`config.mk`:
```
export PLATFORM = sky130hd
export DESIGN_NAME = rv_fetch_flat
export DESIGN_NICKNAME = d
export VERILOG_FILES = /design/src/hw/rv_stage_if.sv /design/src/hw/rv_fetch.sv /design/src/flat_wrapper.sv
export VERILOG_INCLUDE_DIRS = /design/src /design/src/hw
export SDC_FILE = /design/constraint.sdc
export NUM_CORES = 2
export LEC_CHECK = 0
export BUFFER_PORTS_ARGS = -buffer_cell sky130_fd_sc_hd__buf_2
export CORE_MARGIN = 2
export CORE_UTILIZATION = 60
export CTS_BUF_LIST = sky130_fd_sc_hd__clkbuf_16
export CTS_CLUSTER_DIAMETER = 40
export DETAILED_ROUTE_END_ITERATION = 16
export PLACE_DENSITY_LB_ADDON = 0.12
export SLEW_MARGIN = 40
export SYNTH_ARGS = -nofsm -noshare
export SYNTH_HDL_FRONTEND = slang
export SYNTH_SLANG_ARGS = --single-unit
```
`constraint.sdc`:
```
create_clock -name clk -period 5.7 [get_ports clk]
set_input_delay 1.14 -clock clk [delete_from_list [all_inputs] [get_ports clk]]
set_output_delay 1.14 -clock clk [all_outputs]
set_load 0.05 [all_outputs]
```
`src/hw/rv_defs.svh`:
```
`ifndef RV_DEFS_SVH
`define RV_DEFS_SVH

// Datapath width
`define RV_XLEN 32

// Register file address width, 32 registers
`define RV_REG_AW 5

// Instruction memory, word addressed
`define RV_IMEM_WORDS 64
`define RV_IMEM_AW 6

// Data memory, word addressed
`define RV_DMEM_WORDS 64
`define RV_DMEM_AW 6

`endif

```
`src/hw/rv_stage_if.sv`:
```
`include "rv_defs.svh"

interface fetch_dec_if;
  logic [`RV_XLEN-1:0] instr;
  logic [`RV_XLEN-1:0] pc;
  logic [`RV_XLEN-1:0] pc_plus4;
  logic                valid;
  // Held high by decode during a load-use hazard
  logic                stall;

  modport src  (output instr, pc, pc_plus4, valid, input stall);
  modport sink (input instr, pc, pc_plus4, valid, output stall);
endinterface

interface redirect_if;
  logic                take;
  logic [`RV_XLEN-1:0] target;
  logic                flush;

  modport src  (output take, target, flush);
  modport sink (input take, target, flush);
endinterface


```
`src/hw/rv_fetch.sv`:
```
`include "rv_defs.svh"

module rv_fetch (
  input  logic                   clk,
  input  logic                   rst_n,
  input  logic                   prog_we,
  input  logic [`RV_IMEM_AW-1:0] prog_addr,
  input  logic [`RV_XLEN-1:0]    prog_data,
  fetch_dec_if.src               fd,
  redirect_if.sink               rd
);

  logic [`RV_XLEN-1:0]    imem [`RV_IMEM_WORDS];
  logic [`RV_XLEN-1:0]    pc_q;
  logic [`RV_XLEN-1:0]    pc_next4;
  logic [`RV_IMEM_AW-1:0] imem_idx;

  assign pc_next4 = pc_q + 'd4;
  assign imem_idx = pc_q[`RV_IMEM_AW+1:2];

  // Program loading only happens with the core held in reset
  always_ff @(posedge clk) begin
    if (prog_we && !rst_n) begin
      imem[prog_addr] <= prog_data;
    end
  end

  // Redirect wins over a load-use stall
  always_ff @(posedge clk or negedge rst_n) begin
    if (!rst_n) begin
      pc_q <= '0;
    end else if (rd.take) begin
      pc_q <= rd.target;
    end else if (!fd.stall) begin
      pc_q <= pc_next4;
    end
  end

  // Fetch to decode valid bit
  always_ff @(posedge clk or negedge rst_n) begin
    if (!rst_n) begin
      fd.valid <= 1'b0;
    end else if (rd.flush) begin
      fd.valid <= 1'b0;
    end else if (!fd.stall) begin
      fd.valid <= 1'b1;
    end
  end

  // Instruction payload, held while stalled
  always_ff @(posedge clk) begin
    if (!fd.stall) begin
      fd.instr    <= imem[imem_idx];
      fd.pc       <= pc_q;
      fd.pc_plus4 <= pc_next4;
    end
  end

  // Program port must stay quiet once the core runs
  a_prog_only_in_reset: assert property (
    @(posedge clk) prog_we |-> !rst_n
  );

endmodule

```
`src/flat_wrapper.sv`:
```
// flat-port wrapper written by rule: the top's interface ports become plain ports
module rv_fetch_flat 
  (clk, rst_n, prog_we, prog_addr, prog_data, fd_instr, fd_pc, fd_pc_plus4, fd_valid, fd_stall, rd_take, rd_target, rd_flush);
  fetch_dec_if fd_i ();
  redirect_if rd_i ();
  input  logic clk;
  input  logic rst_n;
  input  logic prog_we;
  input  logic [`RV_IMEM_AW-1:0] prog_addr;
  input  logic [`RV_XLEN-1:0] prog_data;
  output wire logic [$bits(fd_i.instr)-1:0] fd_instr;
  output wire logic [$bits(fd_i.pc)-1:0] fd_pc;
  output wire logic [$bits(fd_i.pc_plus4)-1:0] fd_pc_plus4;
  output wire logic [$bits(fd_i.valid)-1:0] fd_valid;
  input wire logic [$bits(fd_i.stall)-1:0] fd_stall;
  input wire logic [$bits(rd_i.take)-1:0] rd_take;
  input wire logic [$bits(rd_i.target)-1:0] rd_target;
  input wire logic [$bits(rd_i.flush)-1:0] rd_flush;
  assign fd_instr = fd_i.instr;
  assign fd_pc = fd_i.pc;
  assign fd_pc_plus4 = fd_i.pc_plus4;
  assign fd_valid = fd_i.valid;
  assign fd_i.stall = fd_stall;
  assign rd_i.take = rd_take;
  assign rd_i.target = rd_target;
  assign rd_i.flush = rd_flush;
  rv_fetch u_core (.clk(clk), .rst_n(rst_n), .prog_we(prog_we), .prog_addr(prog_addr), .prog_data(prog_data), .fd(fd_i), .rd(rd_i));
endmodule
```
==> impl_metrics.ini <==
[run_status]
status = completed

[job]
drv_cap = 0

[synthesis]
synth-seq-area-share_pct = 78.21
ys_top_cells_by_area = edfxtp_1, mux4_2, mux2i_1
yosysTopAreaCell = edfxtp_1
syn_area_sq_um = 83300
yosys-top-cells-count = edfxtp_1, mux4_2, mux2i_1, nor2_1, nand2_1
ys_seq_elements = 2175
syn_avg_cell_area_sq_um = 21.63
netlist.area_leader.share_pct = 77.22
async_flop_share_pct = 1.517
synthFlopType = edfxtp_1
synthCells = 3851
synth_cell_types = 56
yosysWarnings = 0
synth-edff-count = 2142
synth_nets = 3928
yosysMostFrequentCell = edfxtp_1

[clock_network]
cts_tree = done
h-tree-depth = 4
path_clk_slew_ns = 0.06
hold_buffers = 0
cts-root-buf = clkbuf_16
clock_path_buffers = 3
cts_buffers = 234
post_cts_buffers = 0
cts_resized = 0
cts_sinks = 2175
clock_latency_ns = 0.85

[grt]
antenna_found_initial = 14
grt_max_degree = 128
grt_pass1_wl_um = 290300
grt_usage_pct = 28.96
grt_pass1_vias = 40500
grt.overflow.total = 0

[sta]
max-slew-margin-rel_pct = 39.01
fin_crit_sh_pct = 62.42
worst_pin_slew_ns = 0.9130
setup_viol = 0
slew_viol_final = 0
maxClockFrequency_ghz = 0.2811
rsz0062_at_grt = false
hold_viol_final = 0
fin_crit_ns = 3.558
setup-tns-final_ns = 0
skew_ns = 0.03229

[drt]
first_pass_iters = 5
wl_per_cell_um = 32.45
drc = 0
ant_nets = 0
drt-total-wl_um = 202500
vias = 41510
viasPerCell = 6.654
drtIter0Drc = 5744

[setup_path]
cp-end-kind = flip-flop
crit_required_ns = 6.27
cp.arrival_ns = 4.12
cp-start-kind = flip-flop
path_class = reg -> reg
cp_max_fo = 53

[pwr]
pwr-share-seq_pct = 48.7
ir_drop_uv = 349.0
power.internal_w = 0.02816
pwr-share-clk_pct = 41.8
cellLeakagePower_nw = 31.07
pwr-share-comb_pct = 9.5
p_sw_w = 0.008636
swShare_pct = 23.47
power.density_nw_per_um2 = 381.5

[floorplan]
die_h_um = 376.6
die_w_um = 376.6
die-area_sq_um = 141800
core-area_sq_um = 137700
io_pins = 173
rows = 136
start_util_pct = 60.51

[layout]
area_delta_synth_final_pct = 15.76
nFillCells = 8135
drive_above_1_share_pct = 29.89
num-nets-final = 4320
final_util_pct = 70.05

[placed_design]
hpwl_um = 123000
io_buffer_count = 172
globalplace.congestion = 0.8390

[hold_path]
hp-class = reg -> reg
-- state kept, by name (all words and copies together), names as in the netlist --
name                cells
u_core.pc_q            32
u_core.fd.pc           30
u_core.fd.valid         1
u_core.imem          2048
u_core.fd.instr        32
u_core.fd.pc_plus4     32
-- cell usage in the layout, fill, tap and decap left out, types with 37 or more instances in the layout --
cell type  Yosys  final
o21ai_0       61     57
buf_2         54    171
clkbuf_16      0    241
a22oi_1       61     61
inv_1          5     40
nand2_1      125    124
nor2_4         0     63
buf_4         36    111
mux2i_1      142    142
xnor2_1       37     37
clkinv_1       1     39
mux4_2       463    463
buf_8          0     41
mux2_2        37     37
o22ai_1       67     67
nor2_1       141     78
edfxtp_1    2142   2142
-- cells by family (layout without fill, tap and decap cells) --
| kind of cell | count (synthesis) | after routing | share of synthesized area, % |
|---|---|---|---|
| DFF | 2175 | 2175 | 78.21 |
| muxes | 642 | 642 | 14.72 |
| and+or+nand+nor | 424 | 424 | 2.382 |
| AOI/OAI and AO/OA | 334 | 334 | 2.743 |
| buffers and inverters | 222 | 814 | 1.371 |
| xor gates and xnor gates | 53 | 53 | 0.5572 |
| adders and majority gates | 1 | 1 | 0.01502 |
| other | 0 | 2 | 0 |
-- power by group through the flow --
stage               registers (W)  logic (W)  clock network, W
floorplan                  0.0184    0.00194                 0
global placement           0.0183    0.00343                 0
detailed placement         0.0183    0.00347                 0
CTS                        0.0179    0.00348            0.0156
global route               0.0179    0.00368            0.0162
finish                     0.0179    0.00351            0.0154
-- layout make-up --
cell class	count	area [sq um]	share of cell area [%]
Sequential cell	2175	65170	67.58
Clock buffer	241	6031	6.254
Clock inverter	195	1931	2.002
Antenna cell	2	5.005	0.005190
Inverter	6	30.03	0.03114
Timing Repair Buffer	372	3461	3.589
Multi-Input combinational cell	1454	17560	18.21
Tap cell	1794	2245	2.328
-- critical path, cell delays in order, from the launching register on --
cell,delay (ns)
dfrtp_4,0.70
buf_12,0.37
buf_12,0.40
mux4_2,0.57
mux2_2,0.32
o21ai_0,0.37
nor4_1,0.19
a21o_1,0.26
-- through the flow --
step / hold slack, ns / setup slack [ns] / instance area (sq um) / cells / total power [W]
after global placement: 0.4266 / 1.549 / 86890 / 5723 / 0.02168
after global routing: 0.4388 / 1.884 / 96430 / 6237 / 0.03778
after floorplan: 0.4196 / 1.201 / 83300 / 3851 / 0.02036
after CTS: 0.4070 / 2.108 / 96280 / 6231 / 0.03696
after detailed placement: 0.4336 / 1.680 / 88320 / 5795 / 0.02172
final: 0.4492 / 2.142 / 96430 / 6239 / 0.03679
-- worst paths after layout --
kind | startpoint | end | slack, ns | cells past startpoint
max in group asynchronous | rst_n | u_core.pc_q[7] | 4.66 | 2
min in group asynchronous | rst_n | u_core.fd.valid | 0.66 | 2
min | u_core.pc_q[1] | u_core.fd.pc_plus4[1] | 0.45 | 0
max | u_core.pc_q[2] | u_core.fd.instr[13] | 2.14 | 7
min reg2reg | u_core.pc_q[1] | u_core.fd.pc_plus4[1] | 0.45 | 0
max reg2reg | u_core.pc_q[2] | u_core.fd.instr[13] | 2.14 | 7
-- metal layers --
layer / part of all wire, % / vias up / GRT usage, %
li1: - / 16980 / -
met1: 39 / 21730 / 43.00
met5: 0.012 / - / 0
met3: 11 / 304 / 6.345
met2: 48 / 2493 / 44.66
met4: 2.3 / 4 / 7.336
Power figures use the tool's default switching activity.
