### src/hw/rv_defs.svh
`ifndef RV_DEFS_SVH
`define RV_DEFS_SVH

// Datapath width
`define RV_XLEN 32

// Register file address width, 32 registers
`define RV_REG_AW 5

// Instruction memory, word addressed
`define RV_IMEM_WORDS 64
`define RV_IMEM_AW 6

// Data memory, word addressed
`define RV_DMEM_WORDS 64
`define RV_DMEM_AW 6

`endif

### src/hw/rv_isa_pkg.sv
package rv_isa_pkg;

  // Major opcodes from instr[6:0]
  typedef enum logic [6:0] {
    OPC_OP_IMM = 7'b0010011,
    OPC_OP     = 7'b0110011,
    OPC_LUI    = 7'b0110111,
    OPC_LOAD   = 7'b0000011,
    OPC_STORE  = 7'b0100011,
    OPC_BRANCH = 7'b1100011,
    OPC_JAL    = 7'b1101111
  } opcode_e;

  typedef enum logic [2:0] {
    ALU_ADD,
    ALU_SUB,
    ALU_AND,
    ALU_OR,
    ALU_XOR,
    ALU_SLT,
    // LUI passes the U immediate straight through
    ALU_PASS_B
  } alu_op_e;

  // Writeback source
  typedef enum logic [1:0] {
    RES_ALU,
    RES_MEM,
    RES_PC4
  } result_src_e;

  // funct3 for register and immediate ALU ops
  localparam logic [2:0] F3_ADD  = 3'b000;
  localparam logic [2:0] F3_SLT  = 3'b010;
  localparam logic [2:0] F3_XOR  = 3'b100;
  localparam logic [2:0] F3_OR   = 3'b110;
  localparam logic [2:0] F3_AND  = 3'b111;

  // LW and SW share the word size code
  localparam logic [2:0] F3_WORD = 3'b010;
  localparam logic [2:0] F3_BEQ  = 3'b000;
  localparam logic [2:0] F3_BNE  = 3'b001;

endpackage

### src/hw/rv_pipe_pkg.sv
`include "rv_defs.svh"

package rv_pipe_pkg;

  // Control word produced by decode
  typedef struct packed {
    logic                    reg_write;
    logic                    mem_write;
    logic                    mem_read;
    logic                    branch;
    // Set for BNE, inverts the equality test
    logic                    branch_ne;
    logic                    jump;
    logic                    alu_src_imm;
    rv_isa_pkg::alu_op_e     alu_op;
    rv_isa_pkg::result_src_e result_src;
  } dec_ctrl_t;

  // Execute to memory stage register
  typedef struct packed {
    logic                    valid;
    logic                    reg_write;
    logic                    mem_write;
    logic                    mem_read;
    rv_isa_pkg::result_src_e result_src;
    logic [`RV_REG_AW-1:0]   rd;
    logic [`RV_XLEN-1:0]     alu_result;
    logic [`RV_XLEN-1:0]     store_data;
    logic [`RV_XLEN-1:0]     pc_plus4;
  } ex_mem_t;

endpackage

### src/hw/rv_stage_if.sv
`include "rv_defs.svh"


interface wb_if;
  logic                  we;
  logic [`RV_REG_AW-1:0] rd;
  logic [`RV_XLEN-1:0]   data;

  modport src  (output we, rd, data);
  modport sink (input we, rd, data);
endinterface

### src/hw/rv_mem_wb.sv
`include "rv_defs.svh"

module rv_mem_wb (
  input  logic                 clk,
  input  logic                 rst_n,
  input  rv_pipe_pkg::ex_mem_t exm,
  wb_if.src                    wb,
  output logic                 retire
);
  import rv_isa_pkg::*;

  logic [`RV_XLEN-1:0]    dmem [`RV_DMEM_WORDS];
  logic [`RV_DMEM_AW-1:0] dmem_idx;
  logic [`RV_XLEN-1:0]    load_data;
  logic                   wb_valid;
  logic                   wb_reg_write;
  result_src_e            wb_src;
  logic [`RV_REG_AW-1:0]  wb_rd;
  logic [`RV_XLEN-1:0]    wb_alu;
  logic [`RV_XLEN-1:0]    wb_load;
  logic [`RV_XLEN-1:0]    wb_pc4;

  // Word index from the byte address
  assign dmem_idx  = exm.alu_result[`RV_DMEM_AW+1:2];
  assign load_data = dmem[dmem_idx];

  always_ff @(posedge clk) begin
    if (exm.valid && exm.mem_write) begin
      dmem[dmem_idx] <= exm.store_data;
    end
  end

  // Memory to writeback register
  always_ff @(posedge clk or negedge rst_n) begin
    if (!rst_n) begin
      wb_valid     <= 1'b0;
      wb_reg_write <= 1'b0;
      wb_src       <= RES_ALU;
    end else begin
      wb_valid     <= exm.valid;
      wb_reg_write <= exm.valid && exm.reg_write;
      wb_src       <= exm.result_src;
    end
  end

  always_ff @(posedge clk) begin
    wb_rd   <= exm.rd;
    wb_alu  <= exm.alu_result;
    wb_load <= load_data;
    wb_pc4  <= exm.pc_plus4;
  end

  assign wb.we   = wb_valid && wb_reg_write;
  assign wb.rd   = wb_rd;
  assign wb.data = (wb_src == RES_MEM) ? wb_load :
                   (wb_src == RES_PC4) ? wb_pc4 : wb_alu;
  assign retire  = wb_valid;

  // Only word accesses exist
  a_store_aligned: assert property (
    @(posedge clk) disable iff (!rst_n)
    (exm.valid && exm.mem_write) |-> (exm.alu_result[1:0] == 2'b00)
  );

endmodule

### src/flat_wrapper.sv
// flat-port wrapper written by rule: the top's interface ports become plain ports
module rv_mem_wb_flat import rv_isa_pkg::*;
  (clk, rst_n, exm, retire, wb_we, wb_rd, wb_data);
  wb_if wb_i ();
  input  logic clk;
  input  logic rst_n;
  input  rv_pipe_pkg::ex_mem_t exm;
  output logic retire;
  output wire logic [$bits(wb_i.we)-1:0] wb_we;
  output wire logic [$bits(wb_i.rd)-1:0] wb_rd;
  output wire logic [$bits(wb_i.data)-1:0] wb_data;
  assign wb_we = wb_i.we;
  assign wb_rd = wb_i.rd;
  assign wb_data = wb_i.data;
  rv_mem_wb u_core (.clk(clk), .rst_n(rst_n), .exm(exm), .wb(wb_i), .retire(retire));
endmodule
### config.mk
export PLATFORM = sky130hd
export DESIGN_NAME = rv_mem_wb_flat
export DESIGN_NICKNAME = d
export VERILOG_FILES = /design/src/hw/rv_isa_pkg.sv /design/src/hw/rv_pipe_pkg.sv /design/src/hw/rv_stage_if.sv /design/src/hw/rv_mem_wb.sv /design/src/flat_wrapper.sv
export VERILOG_INCLUDE_DIRS = /design/src /design/src/hw
export SDC_FILE = /design/constraint.sdc
export NUM_CORES = 2
export LEC_CHECK = 0
export ABC_AREA = 1
export BUFFER_PORTS_ARGS = -buffer_cell sky130_fd_sc_hd__buf_2
export CORE_MARGIN = 3
export CORE_UTILIZATION = 50
export CTS_BUF_LIST = sky130_fd_sc_hd__clkbuf_2
export DETAILED_ROUTE_END_ITERATION = 8
export GPL_ROUTABILITY_DRIVEN = 1
export PLACE_DENSITY = 0.67
export SLEW_MARGIN = 0
export SYNTH_ARGS = -nofsm -noshare
export SYNTH_HDL_FRONTEND = slang
export SYNTH_SLANG_ARGS = --single-unit
### constraint.sdc
create_clock -name clk -period 1.3 [get_ports clk]
set_clock_uncertainty 0.05 [all_clocks]
set_input_delay 0.065 -clock clk [delete_from_list [all_inputs] [get_ports clk]]
set_output_delay 0.065 -clock clk [all_outputs]
set_load 0.02 [all_outputs]
==> impl_metrics.ini <==
[run_status]
status = complete, but fails checks
violations = negative setup slack

[setup_path]
r2r_end = u_core.wb_load[24]$_DFF_P_
endpoint = wb_data[27]
max_stage_delay_ns = 0.47
cp_top_family = buffers and inverters
cp_max_fo = 15
setup.worst_path.start_class = register
worstPathArrival_ns = 3.49
cp-end-kind = output pin
cpMaxStageDelayCell = dfrtp_2
worstSetupPathType = register to output pin
cp-startpoint = u_core.wb_src[0]$_DFF_PN0_
reg2regPathDepth = 10
worstSetupPathDepth = 6
ff2ff_setup_slack_ns = -0.54
path_common_cell = buf_4
critical_path.cell_chain = nor2_4 > buf_4 > clkbuf_16 > nand2_1 > a31oi_2 > buf_4
required_ns = 1.19
timing.rr.start = u_core.dmem[10][24]$_DFFE_PP_
crit_buf_inv = 3

[detailed_routing]
drtIter0Drc = 9106
drt-wirelength-per-cell_um = 22.60
vias = 69352
drcViolationCount = 0
routed_wl_um = 289800
postRouteAntennaNets = 0
drtPass1Iterations = 8
avgViaCountPerCell = 5.407

[yosys]
post_synth_num_cell_types = 25
netlist_area_um2 = 89260
seq_area_frac_synth_pct = 71.28
synth_area_per_cell_um2 = 10.31
syn_nets = 8770
syn_inst = 8661
yosysWarnings = 0
ys_ff_latch = 2153

[floorplan]
start_util_pct = 50.46
fp-row-count = 154
die_w_um = 428.5
io_pins = 148
die_area_um2 = 183600
die_h_um = 428.5
core_um2 = 176900

[global_route]
grt_use_met1_pct = 40.30
use_met2_pct = 48.03
use_met3_pct = 6.450
antenna_found_initial = 23
grt_pass1_vias = 66418
grt_max_degree = 65
grt_pass1_wl_um = 415800
busiest_layer = met2
grt_util_all_layers_pct = 30.43
grt_overflow = 0

[sta]
relSlewSlack_pct = 22.22
period_needed_ns = 3.610
fmax_mhz = 277.0
worst_pin_slew_ns = 1.167
setup_tns_ns = -442.95
period_share_pct = 277.7
finalSetupViolCount = 1722
fin_hold_ws_ns = 0.1044
finalMaxSlewViolations = 0
rsz0062_at_grt = true
setup_ws_ns = -2.310
hold_violations = 0

[flow_run]
cap_viol_max_count = 0

[clock_tree]
root_buffer = clkbuf_2
cts_num_sinks = 2153
cts_max_level = 6
cts_tree = built
cts_max_path_buffers = 4
cts_buffers = 565
insertion_delay_ns = 1.83
path_clk_slew_ns = 0.09

[placement]
numPortBuffers = 146
dp_hpwl_um = 164300
dp.cells = 11421
routabilityCongestion = 0.9015

[layout]
drive_above_1_share_pct = 20.75
final_cells = 12826
final_nets = 10201
regArea_um2 = 63630
area_growth_pct = 23.94
multiInputGateArea_um2 = 24950
nFillCells = 13613

[min_path]
hp-class = input pin to register
worstHoldPathCells = 10

[power]
total_leakage_power_nw = 48.00
p_per_area_nw_per_um2 = 1224
vdd_drop_max_uv = 947.5
p_total_mw = 135.4
==> area by class of cell <==
class	count	share of cell area, %
Sequential cell	2153	57.52
Antenna cell	19	0.04298
Timing Repair Buffer	1297	12.82
Inverter	34	0.1719
Tap cell	2340	2.647
Clock inverter	115	0.5067
Clock buffer	827	3.741
Multi-Input combinational cell	6041	22.55
==> worst min path at each step <==
stage               slack, ns  startpoint                       endpoint
floorplan               -0.28       rst_n        u_core.retire$_DFF_PN0_
global placement        -0.18       rst_n        u_core.retire$_DFF_PN0_
detailed placement      -0.17       rst_n        u_core.retire$_DFF_PN0_
CTS                     -0.19     exm[68]  u_core.dmem[53][25]$_DFFE_PP_
global route            -0.02     exm[69]     u_core.wb_load[29]$_DFF_P_
finish                   0.10     exm[69]     u_core.wb_load[29]$_DFF_P_
==> repair_timing <==
action,in CTS,in global routing
resized for setup,378,154
endpoints found under the setup margin,71,2084
hold buffers,427,14
gates cloned,1,8
setup buffers,2,14
hold endpoints to repair,4205,2101
pin swaps,195,151
==> kinds of logic after synthesis <==
kind of cell | Yosys count | synth area share (%)
buf+inv | 467 | 3.049
simple gates | 5997 | 25.37
compound gates | 44 | 0.3056
flops | 2153 | 71.28
==> sequential cells by signal, indices dropped and copies added, names as in the netlist <==
name,count
u_core.wb_pc4,32
u_core.retire,1
u_core.wb_src,2
u_core.wb.rd,5
u_core.dmem,2048
u_core.wb_reg_write,1
u_core.wb_alu,32
u_core.wb_load,32
==> cells in the final DEF, fill, tap and decap left out, types with 96 or more instances in the layout <==
| master | instances |
|---|---|
| buf_12 | 244 |
| buf_2 | 106 |
| buf_4 | 488 |
| clkbuf_2 | 827 |
| dfxtp_1 | 96 |
| dlygate4sd3_1 | 404 |
| edfxtp_1 | 2048 |
| nand2_1 | 5543 |
| nand2_2 | 175 |
| nor2_4 | 100 |
==> per-stage QoR <==
| stage | area, um2 | worst slack (ns) | utilization (%) |
|---|---|---|---|
| 2_1_floorplan | 89620 | -1.171 | - |
| 3_3_place_gp | 99330 | -1.161 | 56.16 |
| 3_5_place_dp | 99330 | -1.159 | 56.16 |
| 4_1_cts | 109800 | -2.103 | 62.06 |
| 5_1_grt | 110600 | -2.482 | 62.53 |
| 6_report | 110600 | -2.310 | 62.54 |
==> synth_stat cells (all sizes together) <==
master / instances / share of area, %
nand2: 5796 / 24
edfxtp: 2048 / 69
buf: 313 / 2.4
nor2: 170 / 0.71
clkbuf: 120 / 0.50
dfxtp: 101 / 2.3
inv: 33 / 0.14
a31oi: 32 / 0.22
nand3: 13 / 0.073
nor3: 8 / 0.14
o21ai: 7 / 0.039
or2: 6 / 0.042
o211ai: 5 / 0.042
dfrtp: 4 / 0.11
nand4: 2 / 0.014
nor4: 2 / 0.014
clkinv: 1 / 0.0056
==> power by group <==
| group | internal (mW) | leakage (nW) | switching [mW] | total [mW] |
|---|---|---|---|---|
| combinational | 4.86 | 25.0 | 8.36 | 13.2 |
| clock | 17.5 | 3.74 | 28.0 | 45.6 |
| sequential | 76.3 | 19.3 | 0.358 | 76.6 |
==> worst min-delay path, cell delays in order <==
cell,delay (ns)
buf_2,0.10
dlygate4sd3_1,0.59
dlymetal6s4s_1,0.36
inv_4,0.14
nor3_4,0.06
buf_12,0.15
nand2_2,0.11
nand2_4,0.10
nor2_2,0.09
nand2_1,0.05
==> routing by layer <==
layer	share of wire [%]	vias up
li1	-	31203
met1	37	32665
met2	46	4532
met3	11	948
met4	5.8	4
met5	0.012	-
Note: power is estimated with default switching activity, not from simulation.
