==> src/hw/rv_defs.svh <==
`ifndef RV_DEFS_SVH
`define RV_DEFS_SVH

// Datapath width
`define RV_XLEN 32

// Register file address width, 32 registers
`define RV_REG_AW 5

// Instruction memory, word addressed
`define RV_IMEM_WORDS 64
`define RV_IMEM_AW 6

// Data memory, word addressed
`define RV_DMEM_WORDS 64
`define RV_DMEM_AW 6

`endif

==> src/hw/rv_isa_pkg.sv <==
package rv_isa_pkg;

  // Major opcodes from instr[6:0]
  typedef enum logic [6:0] {
    OPC_OP_IMM = 7'b0010011,
    OPC_OP     = 7'b0110011,
    OPC_LUI    = 7'b0110111,
    OPC_LOAD   = 7'b0000011,
    OPC_STORE  = 7'b0100011,
    OPC_BRANCH = 7'b1100011,
    OPC_JAL    = 7'b1101111
  } opcode_e;

  typedef enum logic [2:0] {
    ALU_ADD,
    ALU_SUB,
    ALU_AND,
    ALU_OR,
    ALU_XOR,
    ALU_SLT,
    // LUI passes the U immediate straight through
    ALU_PASS_B
  } alu_op_e;

  // Writeback source
  typedef enum logic [1:0] {
    RES_ALU,
    RES_MEM,
    RES_PC4
  } result_src_e;

  // funct3 for register and immediate ALU ops
  localparam logic [2:0] F3_ADD  = 3'b000;
  localparam logic [2:0] F3_SLT  = 3'b010;
  localparam logic [2:0] F3_XOR  = 3'b100;
  localparam logic [2:0] F3_OR   = 3'b110;
  localparam logic [2:0] F3_AND  = 3'b111;

  // LW and SW share the word size code
  localparam logic [2:0] F3_WORD = 3'b010;
  localparam logic [2:0] F3_BEQ  = 3'b000;
  localparam logic [2:0] F3_BNE  = 3'b001;

endpackage

==> src/hw/rv_pipe_pkg.sv <==
`include "rv_defs.svh"

package rv_pipe_pkg;

  // Control word produced by decode
  typedef struct packed {
    logic                    reg_write;
    logic                    mem_write;
    logic                    mem_read;
    logic                    branch;
    // Set for BNE, inverts the equality test
    logic                    branch_ne;
    logic                    jump;
    logic                    alu_src_imm;
    rv_isa_pkg::alu_op_e     alu_op;
    rv_isa_pkg::result_src_e result_src;
  } dec_ctrl_t;

  // Execute to memory stage register
  typedef struct packed {
    logic                    valid;
    logic                    reg_write;
    logic                    mem_write;
    logic                    mem_read;
    rv_isa_pkg::result_src_e result_src;
    logic [`RV_REG_AW-1:0]   rd;
    logic [`RV_XLEN-1:0]     alu_result;
    logic [`RV_XLEN-1:0]     store_data;
    logic [`RV_XLEN-1:0]     pc_plus4;
  } ex_mem_t;

endpackage

==> src/hw/rv_stage_if.sv <==
`include "rv_defs.svh"


interface redirect_if;
  logic                take;
  logic [`RV_XLEN-1:0] target;
  logic                flush;

  modport src  (output take, target, flush);
  modport sink (input take, target, flush);
endinterface

interface dec_ex_if;
  import rv_pipe_pkg::*;

  logic                  valid;
  dec_ctrl_t             ctrl;
  logic [`RV_REG_AW-1:0] rs1;
  logic [`RV_REG_AW-1:0] rs2;
  logic [`RV_REG_AW-1:0] rd;
  logic [`RV_XLEN-1:0]   rs1_data;
  logic [`RV_XLEN-1:0]   rs2_data;
  logic [`RV_XLEN-1:0]   imm;
  logic [`RV_XLEN-1:0]   pc;
  logic [`RV_XLEN-1:0]   pc_plus4;
  // Sources of the instruction still in decode, for load-use detection
  logic [`RV_REG_AW-1:0] dec_rs1;
  logic [`RV_REG_AW-1:0] dec_rs2;

  modport src  (output valid, ctrl, rs1, rs2, rd, rs1_data, rs2_data, imm, pc, pc_plus4,
                dec_rs1, dec_rs2);
  modport sink (input valid, ctrl, rs1, rs2, rd, rs1_data, rs2_data, imm, pc, pc_plus4,
                dec_rs1, dec_rs2);
endinterface

interface wb_if;
  logic                  we;
  logic [`RV_REG_AW-1:0] rd;
  logic [`RV_XLEN-1:0]   data;

  modport src  (output we, rd, data);
  modport sink (input we, rd, data);
endinterface

==> src/hw/rv_execute.sv <==
`include "rv_defs.svh"

module rv_execute (
  input  logic                 clk,
  input  logic                 rst_n,
  dec_ex_if.sink               de,
  wb_if.sink                   wb,
  redirect_if.src              rd,
  output logic                 load_use_stall,
  output rv_pipe_pkg::ex_mem_t exm
);
  import rv_isa_pkg::*;
  import rv_pipe_pkg::*;

  logic                mem_fwd_ok;
  logic [`RV_XLEN-1:0] mem_fwd_data;
  logic [`RV_XLEN-1:0] op_a;
  logic [`RV_XLEN-1:0] fwd_b;
  logic [`RV_XLEN-1:0] op_b;
  logic [`RV_XLEN-1:0] alu_y;
  logic                equal;
  logic                taken;
  ex_mem_t             exm_d;

  // Memory stage first, then writeback, else the register file value
  function automatic logic [`RV_XLEN-1:0] pick_operand(
    input logic [`RV_REG_AW-1:0] rs,
    input logic [`RV_XLEN-1:0]   reg_data,
    input logic                  m_ok,
    input logic [`RV_REG_AW-1:0] m_rd,
    input logic [`RV_XLEN-1:0]   m_data,
    input logic                  w_ok,
    input logic [`RV_REG_AW-1:0] w_rd,
    input logic [`RV_XLEN-1:0]   w_data
  );
    if (rs == '0) return reg_data;
    if (m_ok && m_rd == rs) return m_data;
    if (w_ok && w_rd == rs) return w_data;
    return reg_data;
  endfunction

  // Load data is not ready until writeback
  assign mem_fwd_ok   = exm.valid && exm.reg_write && !exm.mem_read;
  assign mem_fwd_data = (exm.result_src == RES_PC4) ? exm.pc_plus4 : exm.alu_result;

  assign op_a  = pick_operand(de.rs1, de.rs1_data, mem_fwd_ok, exm.rd, mem_fwd_data,
                              wb.we, wb.rd, wb.data);
  assign fwd_b = pick_operand(de.rs2, de.rs2_data, mem_fwd_ok, exm.rd, mem_fwd_data,
                              wb.we, wb.rd, wb.data);
  assign op_b  = de.ctrl.alu_src_imm ? de.imm : fwd_b;

  always_comb begin
    case (de.ctrl.alu_op)
      ALU_ADD:    alu_y = op_a + op_b;
      ALU_SUB:    alu_y = op_a - op_b;
      ALU_AND:    alu_y = op_a & op_b;
      ALU_OR:     alu_y = op_a | op_b;
      ALU_XOR:    alu_y = op_a ^ op_b;
      ALU_SLT:    alu_y = {{(`RV_XLEN-1){1'b0}}, $signed(op_a) < $signed(op_b)};
      ALU_PASS_B: alu_y = op_b;
      default:    alu_y = op_a + op_b;
    endcase
  end

  // Branch and jump resolution
  assign equal     = (op_a == fwd_b);
  assign taken     = de.valid && (de.ctrl.jump ||
                                  (de.ctrl.branch && (equal ^ de.ctrl.branch_ne)));
  assign rd.take   = taken;
  assign rd.flush  = taken;
  assign rd.target = de.pc + de.imm;

  // load in execute, dependent instruction one behind in decode
  assign load_use_stall = de.valid && de.ctrl.mem_read && de.rd != '0 &&
                          (de.rd == de.dec_rs1 || de.rd == de.dec_rs2);

  always_comb begin
    exm_d.valid      = de.valid;
    exm_d.reg_write  = de.ctrl.reg_write;
    exm_d.mem_write  = de.ctrl.mem_write;
    exm_d.mem_read   = de.ctrl.mem_read;
    exm_d.result_src = de.ctrl.result_src;
    exm_d.rd         = de.rd;
    exm_d.alu_result = alu_y;
    exm_d.store_data = fwd_b;
    exm_d.pc_plus4   = de.pc_plus4;
  end

  always_ff @(posedge clk or negedge rst_n) begin
    if (!rst_n) begin
      exm <= '0;
    end else begin
      exm <= exm_d;
    end
  end

endmodule

==> src/flat_wrapper.sv <==
// flat-port wrapper written by rule: the top's interface ports become plain ports
module rv_execute_flat import rv_isa_pkg::*; import rv_pipe_pkg::*;
  (clk, rst_n, load_use_stall, exm, de_valid, de_ctrl, de_rs1, de_rs2, de_rd, de_rs1_data, de_rs2_data, de_imm, de_pc, de_pc_plus4, de_dec_rs1, de_dec_rs2, wb_we, wb_rd, wb_data, rd_take, rd_target, rd_flush);
  dec_ex_if de_i ();
  wb_if wb_i ();
  redirect_if rd_i ();
  input  logic clk;
  input  logic rst_n;
  output logic load_use_stall;
  output rv_pipe_pkg::ex_mem_t exm;
  input wire logic [$bits(de_i.valid)-1:0] de_valid;
  input wire logic [$bits(de_i.ctrl)-1:0] de_ctrl;
  input wire logic [$bits(de_i.rs1)-1:0] de_rs1;
  input wire logic [$bits(de_i.rs2)-1:0] de_rs2;
  input wire logic [$bits(de_i.rd)-1:0] de_rd;
  input wire logic [$bits(de_i.rs1_data)-1:0] de_rs1_data;
  input wire logic [$bits(de_i.rs2_data)-1:0] de_rs2_data;
  input wire logic [$bits(de_i.imm)-1:0] de_imm;
  input wire logic [$bits(de_i.pc)-1:0] de_pc;
  input wire logic [$bits(de_i.pc_plus4)-1:0] de_pc_plus4;
  input wire logic [$bits(de_i.dec_rs1)-1:0] de_dec_rs1;
  input wire logic [$bits(de_i.dec_rs2)-1:0] de_dec_rs2;
  input wire logic [$bits(wb_i.we)-1:0] wb_we;
  input wire logic [$bits(wb_i.rd)-1:0] wb_rd;
  input wire logic [$bits(wb_i.data)-1:0] wb_data;
  output wire logic [$bits(rd_i.take)-1:0] rd_take;
  output wire logic [$bits(rd_i.target)-1:0] rd_target;
  output wire logic [$bits(rd_i.flush)-1:0] rd_flush;
  assign de_i.valid = de_valid;
  assign de_i.ctrl = de_ctrl;
  assign de_i.rs1 = de_rs1;
  assign de_i.rs2 = de_rs2;
  assign de_i.rd = de_rd;
  assign de_i.rs1_data = de_rs1_data;
  assign de_i.rs2_data = de_rs2_data;
  assign de_i.imm = de_imm;
  assign de_i.pc = de_pc;
  assign de_i.pc_plus4 = de_pc_plus4;
  assign de_i.dec_rs1 = de_dec_rs1;
  assign de_i.dec_rs2 = de_dec_rs2;
  assign wb_i.we = wb_we;
  assign wb_i.rd = wb_rd;
  assign wb_i.data = wb_data;
  assign rd_take = rd_i.take;
  assign rd_target = rd_i.target;
  assign rd_flush = rd_i.flush;
  rv_execute u_core (.clk(clk), .rst_n(rst_n), .de(de_i), .wb(wb_i), .rd(rd_i), .load_use_stall(load_use_stall), .exm(exm));
endmodule
==> config.mk <==
export PLATFORM = sky130hd
export DESIGN_NAME = rv_execute_flat
export DESIGN_NICKNAME = d
export VERILOG_FILES = /design/src/hw/rv_isa_pkg.sv /design/src/hw/rv_pipe_pkg.sv /design/src/hw/rv_stage_if.sv /design/src/hw/rv_execute.sv /design/src/flat_wrapper.sv
export VERILOG_INCLUDE_DIRS = /design/src /design/src/hw
export SDC_FILE = /design/constraint.sdc
export NUM_CORES = 1
export LEC_CHECK = 0
export BUFFER_PORTS_ARGS = -buffer_cell sky130_fd_sc_hd__buf_2
export CORE_AREA = 2 2 208 210
export DETAILED_ROUTE_END_ITERATION = 8
export DIE_AREA = 0 0 210 212
export GPL_TIMING_DRIVEN = 0
export HOLD_SLACK_MARGIN = 0.03
export SLEW_MARGIN = 20
export SYNTH_ARGS = -nofsm -noshare
export SYNTH_HDL_FRONTEND = slang
export SYNTH_SLANG_ARGS = --single-unit
==> constraint.sdc <==
create_clock -name clk -period 11.7 [get_ports clk]
set_input_delay 1.755 -clock clk [delete_from_list [all_inputs] [get_ports clk]]
set_output_delay 1.755 -clock clk [all_outputs]
set_load 0.05 [all_outputs]
==> run summary <==
Hold Crit Class -> reg2reg
First-pass GRT wire length -> 95,400 µm
Core area -> 42,500 µm²
Synthesized instance count -> 1,614
Compound-Gate Fraction of Synth Area -> 0.307
Synth Flop Type -> dfrtp_1
Critical Path Max Stage Delay -> 0.80 ns
Mean Syn Cell Area -> 7.80 µm²
Crit Path Max Fanout -> 10
Async SR Flop Fraction -> 1.00
Largest net degree at the start of global routing -> 61
Area leader, netlist -> dfrtp_1
CTS tree -> yes
GR Util All Layers -> 0.294
R2r setup slk -> 4.51 ns
Synth-to-Final Area Change -> 23.5%
Synth Area in Adders -> 0.131
Final Worst Setup Slack -> 3.45 ns
Placed cell count -> 2,538
Via count -> 14,715
Sum of negative setup slack -> 0 ns
Final period util -> 0.705
Worst skew pair latency -> 0.42 ns
Cts bufs inserted -> 9
Fin. max-slew vios -> 0
Final Wtd Congestion -> 0.993
Worst-Margin Slew -> 1.15 ns
Biggest register -> u_core.exm
Clock tree buffer depth -> 2
Crit end category -> register
Detailed placement HPWL -> 55,900 µm
Pleak -> 7.58 nW
Synth cell count leaders -> a21oi_1, inv_1, ha_1
Die height -> 212 µm
Setup CP Type -> in2reg
DRC Markers -> 0
Worst VDD drop -> 65.7 µV
DRT iter0 DRCs -> 1,638
Layout cells sized above 1 -> 0.236
Routed len/inst -> 26.2 µm
Critical-path cell list -> buf_2, xor2_1, nor4_4, and2_1, buf_4, buf_2, o31ai_1, a21oi_1, o21ai_0, ha_1, fa_1, nor2_1, o31ai_1, a211oi_1, o31ai_1, o311ai_0, nand2_1, o21ai_0, a21oi_1, o21a_1, o311ai_1
Post-CTS Setup Inserts -> 0
CTS sink count -> 107
Post-synth EDFFs -> 0
Mux contribution to synthesized area -> 0.0359
Count of final setup violators -> 0
WP data required -> 11.99 ns
Crit start category -> primary input
Final Hold Vio Count -> 0
Register area share after synthesis -> 0.213
Number of hold buffers added after CTS -> 0
Main combinational cell family by area after synthesis -> compound AO/OA/AOI/OAI gates
Synth Area in XOR/XNOR -> 0.0723
Routed wire length -> 67,100 µm
Syn nets -> 1,982
Post-route minimum period -> 8.25 ns
Hold_ws -> 0.860 ns
Final ANT Viol Nets -> 0
Post-synthesis cell type count -> 77
Setup WS pre-CTS -> 3.19 ns
Pwr dens -> 116 nW/µm²
CTS Root Buffer Type -> clkbuf_16
Port Buffers -> 377
Vias in the first global route -> 14,096
Antenna violations before repair -> 8
Die ar. -> 44,500 µm²
Final core utilization -> 0.366
Top flop regs -> u_core.exm: 107 flops
Worst path slowest cell -> nor4_4
Top cell type's share of synthesized area -> 0.213
Row cnt -> 76
Yosys warning count -> 0
Synth area leaders -> dfrtp_1, ha_1, a21oi_1
Vias per cell -> 5.75
Simple logic cell fraction of the synthesized area -> 0.165
Slew HR -> 0.228
Die Wd -> 210 µm
Grt ovf -> 0
Clk_skew -> 0.0171 ns
Critical Path AT -> 8.54 ns
Max-cap violations -> 0
TritonRoute pass-1 iters -> 8
Max reg flops -> 107
Layout net count -> 2,371
Initial Util -> 0.296
Top achievable clock speed -> 121 MHz
Post-Syn Area -> 12,600 µm²
Status -> finished, final reports clean
Flops & latches, synth -> 107
Post_cts resized -> 0
Most used cell, CP -> o31ai_1
Ports -> 380
# H-tree levels -> 3
Worst-path clk slew -> 0.08 ns
Unrepaired setup endpoints after global routing -> false
Non-filler cells, final -> 2,561
Count leader, synth -> a21oi_1
==> kinds of logic after synthesis <==
group | count (synthesis)
xor+xnor | 104
compound gates | 579
mux | 41
simple gates | 410
fa+ha+maj | 130
buf+inv | 243
flops | 107
==> report_power, final <==
| group | switching [mW] | leakage, nW | internal (mW) | total, mW |
|---|---|---|---|---|
| Combinational | 0.703 | 6.15 | 0.295 | 0.998 |
| Sequential | 0.0264 | 1.27 | 0.406 | 0.433 |
| Clock | 0.184 | 0.167 | 0.194 | 0.378 |
==> final cells by class <==
type	instances	area, µm²
Antenna cell	7	17.5
Buffer	102	424
Clock buffer	9	225
Clock inverter	7	116
Fill cell	4527	27000
Inverter	141	529
Multi-Input combinational cell	1264	8960
Sequential cell	107	2680
Tap cell	546	683
Timing Repair Buffer	378	1920
==> path summary, 6_finish.rpt <==
path	cells after the start	endpoint	start
max in group asynchronous	2	u_core.exm[94]$_DFF_PN0_	rst_n
min in group asynchronous	1	u_core.exm[39]$_DFF_PN0_	rst_n
setup reg to reg	20	u_core.exm[94]$_DFF_PN0_	u_core.exm[97]$_DFF_PN0_
hold reg to reg	5	u_core.exm[46]$_DFF_PN0_	u_core.exm[78]$_DFF_PN0_
setup / recovery	21	u_core.exm[94]$_DFF_PN0_	de_rs2[1]
hold / removal	5	u_core.exm[46]$_DFF_PN0_	u_core.exm[78]$_DFF_PN0_
==> worst max-delay path, delay by kind of cell <==
| kind | cells | cell delay [ns] |
|---|---|---|
| buffers and inverters | 3 | 0.56 |
| AO/OA/AOI/OAI | 11 | 3.72 |
| XOR/XNOR | 1 | 0.19 |
| AND/OR/NAND/NOR | 4 | 1.46 |
| adder cells (fa/ha/maj) | 2 | 0.84 |
==> through the flow <==
step           cell area (µm²)  power (mW)
2_1_floorplan            12600        1.09
3_3_place_gp             15200        1.41
3_5_place_dp             15200        1.42
4_1_cts                  15500        1.80
5_1_grt                  15500        1.88
6_report                 15600        1.81
==> layer usage <==
metal	global-route usage	wire, µm
met5	0	13
met4	0.134	2850
met3	0.0654	6070
met2	0.490	31400
met1	0.362	26800
==> cell usage in the layout (no fill, tap or decap), types with 11 or more instances in the layout <==
master and count:
o21ai_0 105, nor4_1 11, mux2_2 33, and3_1 35, ha_1 127, inv_1 140, clkbuf_1 82, a221oi_1 34
nand4_1 42, o221ai_1 11, o22ai_1 13, a31oi_1 11, a21o_1 36, o21ai_1 12, nand2_1 116, o21bai_1 17
xnor2_1 49, nand3_1 17, nand2b_1 16, o31ai_1 45, nor3_1 25, xor2_1 55, nor2_1 81, a211oi_1 17
o21a_1 14, and2_1 30, dfrtp_1 107, buf_2 388, a221o_1 14, a21oi_1 171
Power figures use the tool's default switching activity.
